[config.mk]
export PLATFORM = sky130hd
export DESIGN_NAME = rename_top
export DESIGN_NICKNAME = d
export VERILOG_FILES = /design/src/hw/rename_pkg.sv /design/src/hw/rename_top.sv /design/src/hw/rob.sv /design/src/hw/free_list.sv /design/src/hw/map_table.sv /design/src/hw/dispatch_ctrl.sv
export VERILOG_INCLUDE_DIRS = /design/src /design/src/hw
export SDC_FILE = /design/constraint.sdc
export NUM_CORES = 1
export LEC_CHECK = 0
export BUFFER_PORTS_ARGS = -buffer_cell sky130_fd_sc_hd__buf_2
export CAP_MARGIN = 20
export CORE_ASPECT_RATIO = 0.9
export CORE_UTILIZATION = 33
export DETAILED_ROUTE_END_ITERATION = 6
export PLACE_DENSITY = 0.55
export SETUP_SLACK_MARGIN = 0.2
export SLEW_MARGIN = 20
export SYNTH_ARGS = -nofsm -noshare
export SYNTH_HDL_FRONTEND = slang
export SYNTH_SLANG_ARGS = --single-unit
[constraint.sdc]
create_clock -name clock -period 3.45 [get_ports clock]
set_clock_uncertainty 0.05 [all_clocks]
set_input_delay 0.345 -clock clock [delete_from_list [all_inputs] [get_ports clock]]
set_output_delay 0.345 -clock clock [all_outputs]
set_load 0.03 [all_outputs]
[src/hw/rename_settings.svh]
`ifndef RENAME_SETTINGS_SVH
`define RENAME_SETTINGS_SVH

// Register file sizes
`define NUM_ARCH 32
`define NUM_PR   40

`define NUM_ROB  16  // Larger than the free pool on purpose

`define ZERO_REG 31  // Never renamed, never written
`define COUNT_W  16

`endif
[src/hw/rename_pkg.sv]
`include "rename_settings.svh"

package rename_pkg;

  // Register and slot indices
  typedef logic [$clog2(`NUM_ARCH)-1:0] arch_idx_t;
  typedef logic [$clog2(`NUM_PR)-1:0]   preg_t;
  typedef logic [$clog2(`NUM_ROB)-1:0]  rob_idx_t;

  // One in-flight instruction
  typedef struct packed {
    logic      has_dest;  // Low for the zero register
    arch_idx_t arch;
    preg_t     preg;      // New mapping
    preg_t     old_preg;  // Mapping displaced at dispatch, freed at retire
  } rob_entry_t;

endpackage

[src/hw/rename_top.sv]
`timescale 1ns/1ns
`include "rename_settings.svh"

module rename_top (
  input                               clock,
  input                               rst_n,
  input                               dispatch_valid,
  input  rename_pkg::arch_idx_t       dispatch_arch,
  input                               complete_en,
  input  rename_pkg::rob_idx_t        complete_idx,
  output logic                        dispatch_ready,
  output rename_pkg::rob_idx_t        dispatch_rob_idx,
  output rename_pkg::preg_t           dispatch_preg,
  output rename_pkg::preg_t           dispatch_old_preg,
  output logic                        commit_en,
  output logic                        commit_wr_en,
  output rename_pkg::arch_idx_t       commit_arch,
  output rename_pkg::preg_t           commit_preg,
  output logic [`COUNT_W-1:0]         completed_insts
);

  import rename_pkg::*;

  logic       has_dest;
  logic       alloc_en;
  logic       push_en;
  logic       pop_en;
  logic       release_en;
  preg_t      release_preg;
  preg_t      alloc_preg;
  logic       free_empty;
  preg_t      old_preg;
  logic       rob_full;
  logic       head_done;
  rob_entry_t head_entry;
  rob_entry_t push_entry;

  // Zero register shows no mapping
  assign dispatch_preg     = has_dest ? alloc_preg : '0;
  assign dispatch_old_preg = has_dest ? old_preg : '0;

  assign push_entry = '{has_dest: has_dest, arch: dispatch_arch,
                        preg: dispatch_preg, old_preg: dispatch_old_preg};

  dispatch_ctrl dispatch_ctrl_0 (
    .clock           (clock),
    .rst_n           (rst_n),
    .dispatch_valid  (dispatch_valid),
    .dispatch_arch   (dispatch_arch),
    .free_empty      (free_empty),
    .rob_full        (rob_full),
    .head_done       (head_done),
    .head_entry      (head_entry),
    .dispatch_ready  (dispatch_ready),
    .alloc_en        (alloc_en),
    .push_en         (push_en),
    .has_dest        (has_dest),
    .pop_en          (pop_en),
    .release_en      (release_en),
    .release_preg    (release_preg),
    .commit_en       (commit_en),
    .commit_wr_en    (commit_wr_en),
    .commit_arch     (commit_arch),
    .commit_preg     (commit_preg),
    .completed_insts (completed_insts)
  );

  map_table map_table_0 (
    .clock         (clock),
    .rst_n         (rst_n),
    .alloc_en      (alloc_en),
    .dispatch_arch (dispatch_arch),
    .alloc_preg    (alloc_preg),
    .old_preg      (old_preg)
  );

  free_list free_list_0 (
    .clock        (clock),
    .rst_n        (rst_n),
    .alloc_en     (alloc_en),
    .release_en   (release_en),
    .release_preg (release_preg),
    .alloc_preg   (alloc_preg),
    .free_empty   (free_empty)
  );

  rob rob_0 (
    .clock        (clock),
    .rst_n        (rst_n),
    .push_en      (push_en),
    .push_entry   (push_entry),
    .complete_en  (complete_en),
    .complete_idx (complete_idx),
    .pop_en       (pop_en),
    .full         (rob_full),
    .tail_idx     (dispatch_rob_idx),
    .head_done    (head_done),
    .head_entry   (head_entry)
  );

endmodule

[src/hw/rob.sv]
`timescale 1ns/1ns
`include "rename_settings.svh"

module rob (
  input                               clock,
  input                               rst_n,
  input                               push_en,
  input  rename_pkg::rob_entry_t      push_entry,
  input                               complete_en,
  input  rename_pkg::rob_idx_t        complete_idx,
  input                               pop_en,
  output logic                        full,
  output rename_pkg::rob_idx_t        tail_idx,
  output logic                        head_done,
  output rename_pkg::rob_entry_t      head_entry
);

  import rename_pkg::*;

  localparam int CNT_W = $clog2(`NUM_ROB + 1);

  rob_entry_t          entries [`NUM_ROB];
  logic [`NUM_ROB-1:0] done_q;
  rob_idx_t            head_q;
  rob_idx_t            tail_q;
  logic [CNT_W-1:0]    count_q;

  assign full       = count_q == CNT_W'(`NUM_ROB);
  assign tail_idx   = tail_q;
  assign head_entry = entries[head_q];
  assign head_done  = (count_q != '0) && done_q[head_q];

  // Payload only written at the tail
  always_ff @(posedge clock) begin
    if (push_en) begin
      entries[tail_q] <= push_entry;
    end
  end

  always_ff @(posedge clock or negedge rst_n) begin
    if (!rst_n) begin
      done_q <= '0;
    end else begin
      if (complete_en) begin
        done_q[complete_idx] <= 1'b1;
      end
      if (push_en) begin
        done_q[tail_q] <= 1'b0;  // Fresh entry not yet complete
      end
    end
  end

  always_ff @(posedge clock or negedge rst_n) begin
    if (!rst_n) begin
      head_q  <= '0;
      tail_q  <= '0;
      count_q <= '0;
    end else begin
      if (push_en) begin
        tail_q <= tail_q + rob_idx_t'(1);  // Wraps at NUM_ROB
      end
      if (pop_en) begin
        head_q <= head_q + rob_idx_t'(1);
      end
      case ({push_en, pop_en})
        2'b10:   count_q <= count_q + 1'b1;
        2'b01:   count_q <= count_q - 1'b1;
        default: count_q <= count_q;
      endcase
    end
  end

endmodule

[src/hw/free_list.sv]
`timescale 1ns/1ns
`include "rename_settings.svh"

module free_list (
  input                               clock,
  input                               rst_n,
  input                               alloc_en,
  input                               release_en,
  input  rename_pkg::preg_t           release_preg,
  output rename_pkg::preg_t           alloc_preg,
  output logic                        free_empty
);

  import rename_pkg::*;

  logic [`NUM_PR-1:0] free_q;

  assign free_empty = ~|free_q;

  // Lowest free index wins
  always_comb begin
    alloc_preg = '0;
    for (int i = `NUM_PR - 1; i >= 0; i--) begin
      if (free_q[i]) begin
        alloc_preg = preg_t'(i);
      end
    end
  end

  always_ff @(posedge clock or negedge rst_n) begin
    if (!rst_n) begin
      for (int i = 0; i < `NUM_PR; i++) begin
        free_q[i] <= (i >= `NUM_ARCH);  // Arch regs hold the low pregs
      end
    end else begin
      if (alloc_en) begin
        free_q[alloc_preg] <= 1'b0;
      end
      // Released preg is in use, so never the one being allocated
      if (release_en) begin
        free_q[release_preg] <= 1'b1;
      end
    end
  end

endmodule

[src/hw/map_table.sv]
`timescale 1ns/1ns
`include "rename_settings.svh"

module map_table (
  input                               clock,
  input                               rst_n,
  input                               alloc_en,
  input  rename_pkg::arch_idx_t       dispatch_arch,
  input  rename_pkg::preg_t           alloc_preg,
  output rename_pkg::preg_t           old_preg
);

  import rename_pkg::*;

  preg_t map_q [`NUM_ARCH];

  // Current mapping, displaced on this dispatch
  assign old_preg = map_q[dispatch_arch];

  always_ff @(posedge clock or negedge rst_n) begin
    if (!rst_n) begin
      for (int i = 0; i < `NUM_ARCH; i++) begin
        map_q[i] <= preg_t'(i);  // Identity
      end
    end else if (alloc_en) begin
      map_q[dispatch_arch] <= alloc_preg;
    end
  end

endmodule

[src/hw/dispatch_ctrl.sv]
`timescale 1ns/1ns
`include "rename_settings.svh"

module dispatch_ctrl (
  input                               clock,
  input                               rst_n,
  input                               dispatch_valid,
  input  rename_pkg::arch_idx_t       dispatch_arch,
  input                               free_empty,
  input                               rob_full,
  input                               head_done,
  input  rename_pkg::rob_entry_t      head_entry,
  output logic                        dispatch_ready,
  output logic                        alloc_en,
  output logic                        push_en,
  output logic                        has_dest,
  output logic                        pop_en,
  output logic                        release_en,
  output rename_pkg::preg_t           release_preg,
  output logic                        commit_en,
  output logic                        commit_wr_en,
  output rename_pkg::arch_idx_t       commit_arch,
  output rename_pkg::preg_t           commit_preg,
  output logic [`COUNT_W-1:0]         completed_insts
);

  import rename_pkg::*;

  assign has_dest       = dispatch_arch != arch_idx_t'(`ZERO_REG);
  // Zero register needs no free preg
  assign dispatch_ready = !rob_full && (!has_dest || !free_empty);
  assign push_en        = dispatch_valid && dispatch_ready;
  assign alloc_en       = push_en && has_dest;

  // Retire straight from the head
  assign commit_en    = head_done;
  assign pop_en       = head_done;
  assign commit_wr_en = head_done && head_entry.has_dest;
  assign release_en   = head_done && head_entry.has_dest;
  assign release_preg = head_entry.old_preg;
  assign commit_arch  = head_entry.arch;
  assign commit_preg  = head_entry.preg;

  always_ff @(posedge clock or negedge rst_n) begin
    if (!rst_n) begin
      completed_insts <= '0;
    end else if (pop_en) begin
      completed_insts <= completed_insts + 1'b1;
    end
  end

endmodule

==> results.py <==
metrics = {
    "critical_path": {
        "slowest_delay_ps": 580,
        "cp_cell_sequence": "or4_1, nand2b_4, nor4_4, nor2_2, inv_2, ha_2, inv_1, fa_1, inv_1, a21o_1, a21oi_1, xnor2_1, nor2_1, xnor2_1",
        "crit_required_ps": 3960,
        "critPathKind": "reg2reg",
        "start_kind": "flip-flop",
        "end_kind": "flip-flop",
        "cp_max_fo": 4,
        "cp.buffers_inverters": 3,
        "cpMaxStageDelayCell": "or4_1",
        "cp_top_family": "simple AND/OR/NAND/NOR gates",
        "arrival_ps": 3720,
    },
    "clock_network": {
        "htreeDepth": 2,
        "clockBufferDepth": 3,
        "clock-sinks": 565,
        "numCtsBuffers": 57,
        "cts_tree": "done",
        "cts_root_buffer": "clkbuf_16",
        "clk_latency_ps": 650,
        "clk_pin_slew_ps": 70,
    },
    "synth": {
        "yosys.cell_types.count": 73,
        "synth_commonest_cells": "edfxtp_1, dfrtp_1, mux2_2",
        "yosysTopAreaCellShare_pct": 34.72,
        "yosysTopAreaCell": "edfxtp_1",
        "ys_ff_latch": 565,
        "synth_warnings": 0,
        "syn-num-nets": 1602,
        "synth-main-ff-cell": "edfxtp_1",
        "avgSynthCellArea_sq_um": 15.78,
        "synth_area_leaders": "edfxtp_1, dfrtp_1, dfstp_2",
        "synth-seq-area-share_pct": 63.00,
        "synth_most_common_cell": "edfxtp_1",
        "synthCells": 1578,
        "ys_async_sr_fraction_pct": 49.03,
        "synth_edf_count": 288,
        "syn_area_sq_um": 24910,
    },
    "floorplan": {
        "dieHeight_um": 262.6,
        "pin_count": 59,
        "placementRows": 95,
        "die-area_sq_um": 76580,
        "die_w_um": 291.6,
        "core_region_area_sq_um": 74650,
        "initial_core_util_pct": 33.37,
    },
    "sta": {
        "min_period_over_period_pct": 93.15,
        "finalSetupViolCount": 0,
        "tightest_slew_ps": 783.2,
        "hold_violations": 0,
        "fin_crit_ps": 3214,
        "max-slew-margin-rel_pct": 47.79,
        "slew_viol_final": 0,
        "timing.setup.tns_ps": 0,
        "max_freq_mhz": 311.2,
        "rsz0062_at_grt": "yes",
    },
    "global_routing": {
        "overflow": 0,
        "grt_max_degree": 90,
        "grt_pass1_wl_mm": 97.31,
        "antenna_found_initial": 1,
        "grt_usage_pct": 16.74,
        "grt_pass1_vias": 15150,
    },
    "route": {
        "drtIter0Drc": 1013,
        "routed_wl_mm": 64.38,
        "drc": 2,
        "via_per_inst": 5.296,
        "drt-wirelength-per-cell_um": 23.53,
        "drt.antenna.violating_nets": 0,
        "firstDrtPassIters": 7,
        "num_vias": 14490,
    },
    "power_and_ir_drop": {
        "ir_worst_vdd_uv": 704.2,
        "cellPowerDensity_nw_per_um2": 1015,
        "power.leakage_nw": 11.38,
    },
    "min_path": {
        "hold_path_class": "in2reg",
    },
    "cells_and_area": {
        "finalNetCount": 1743,
        "diodes": 0,
        "final_cells": 2736,
        "layout-drive-gt1-share_pct": 39.92,
        "area_delta_synth_final_pct": 17.44,
    },
    "run_status": {
        "violations": "design-rule violations",
        "outcome": "complete, but fails checks",
    },
    "placement": {
        "dp_hpwl_mm": 40.04,
        "place_congestion": 0.8467,
        "port-buffer-count": 58,
        "dp.cells": 2614,
    },
    "job": {
        "max_cap_violations": 0,
    },
}
## per-layer routing
layer  vias to the layer above  GRT usage [%]  share of wire (%)
met1                      7647          23.60                 45
met2                       368          26.79                 48
met3                        86          2.639                5.1
met4                         0          4.566                2.2
met5                         -              0                  0
li1                       6389              -                  -
## cell usage in the layout, fill, tap and decap left out, types with 18 or more instances in the layout
cell type and instances:
edfxtp_1 288, dfrtp_1 185, mux2_2 150, buf_4 103, mux4_2 92, dfstp_2 88, mux2i_1 74, nor2_1 61
clkbuf_16 59, nand2_1 54, buf_2 54, a22o_1 38, nand3_1 36, a221oi_1 35, o21ai_0 31, mux2_4 24
a21oi_1 23, inv_1 21, a22oi_1 21, clkinv_2 19, and3_1 18, mux2_1 18
## final timing paths
kind | slack (ps) | start | endpoint | cells past startpoint
setup / recovery | 240 | free_list_0.free_q[33] | rob_0.count_q[4] | 14
hold / removal | 50 | complete_idx[3] | rob_0.done_q[5] | 4
setup reg to reg | 240 | free_list_0.free_q[33] | rob_0.count_q[4] | 14
hold reg to reg | 320 | map_table_0.map_q[1] | map_table_0.map_q[1] | 0
max in group asynchronous | 2140 | rst_n | map_table_0.map_q[1] | 3
min in group asynchronous | 270 | rst_n | map_table_0.map_q[37] | 2
## stage by stage
| step | utilization, % | hold WS (ps) | setup slack (ps) | instance area (sq um) | power [W] |
|---|---|---|---|---|---|
| after floorplan | - | -0.5911 | 238.2 | 24910 | 0.01833 |
| after global placement | 36.18 | 306.0 | 284.9 | 27010 | 0.02253 |
| after detailed placement | 36.18 | 306.9 | 274.2 | 27010 | 0.02285 |
| after CTS | 38.87 | 7.637 | 78.93 | 29020 | 0.02940 |
| after global routing | 39.18 | 33.80 | 107.4 | 29250 | 0.03119 |
| final | 39.18 | 53.18 | 236.4 | 29250 | 0.02969 |
## cells by family after synthesis
group                      count (synthesis)  share of synthesized area, %
adders and majority gates                 11                        0.5827
AOI/OAI and AO/OA                        187                         5.521
xor gates and xnor gates                  26                        0.9143
buffers and inverters                    124                         2.235
and+or+nand+nor                          307                         7.415
muxes                                    358                         20.34
DFF                                      565                         63.00
## layout make-up
class	instances	area, sq um
multi-input cells	889	8828
clock buffers	64	1463
clock inverters	42	455.4
fillers	6822	45400
repair buffers	184	1509
well taps	970	1214
flip-flops and latches	565	15700
inverters	22	82.58
## tightest hold or removal path, stage by stage
cell and delay (ps):
buf_2 110, nor2_1 80, a21oi_1 120, nor2_1 50
## what timing repair did
item,in CTS,in global routing
resized for setup,10,24
hold buffers,4,0
pin swaps,2,3
setup buffers,2,8
gates cloned,0,2
setup endpoints to repair,15,26
endpoints found under the hold margin,60,0
## power breakdown
part | internal, W | switching, W
Clock | 0.00360 | 0.00273
Combinational | 0.00490 | 0.00808
Sequential | 0.00947 | 0.000908
## flip-flops by register name, summed over array words and instances (netlist names)
| signal | flops |
|---|---|
| dispatch_ctrl_0.completed_insts | 16 |
| free_list_0.free_q | 40 |
| map_table_0.map_q | 192 |
| rob_0.count_q | 5 |
| rob_0.done_q | 16 |
| rob_0.entries | 288 |
| rob_0.head_q | 4 |
| rob_0.tail_idx | 4 |
No activity file was read; power rests on OpenSTA's default activity.
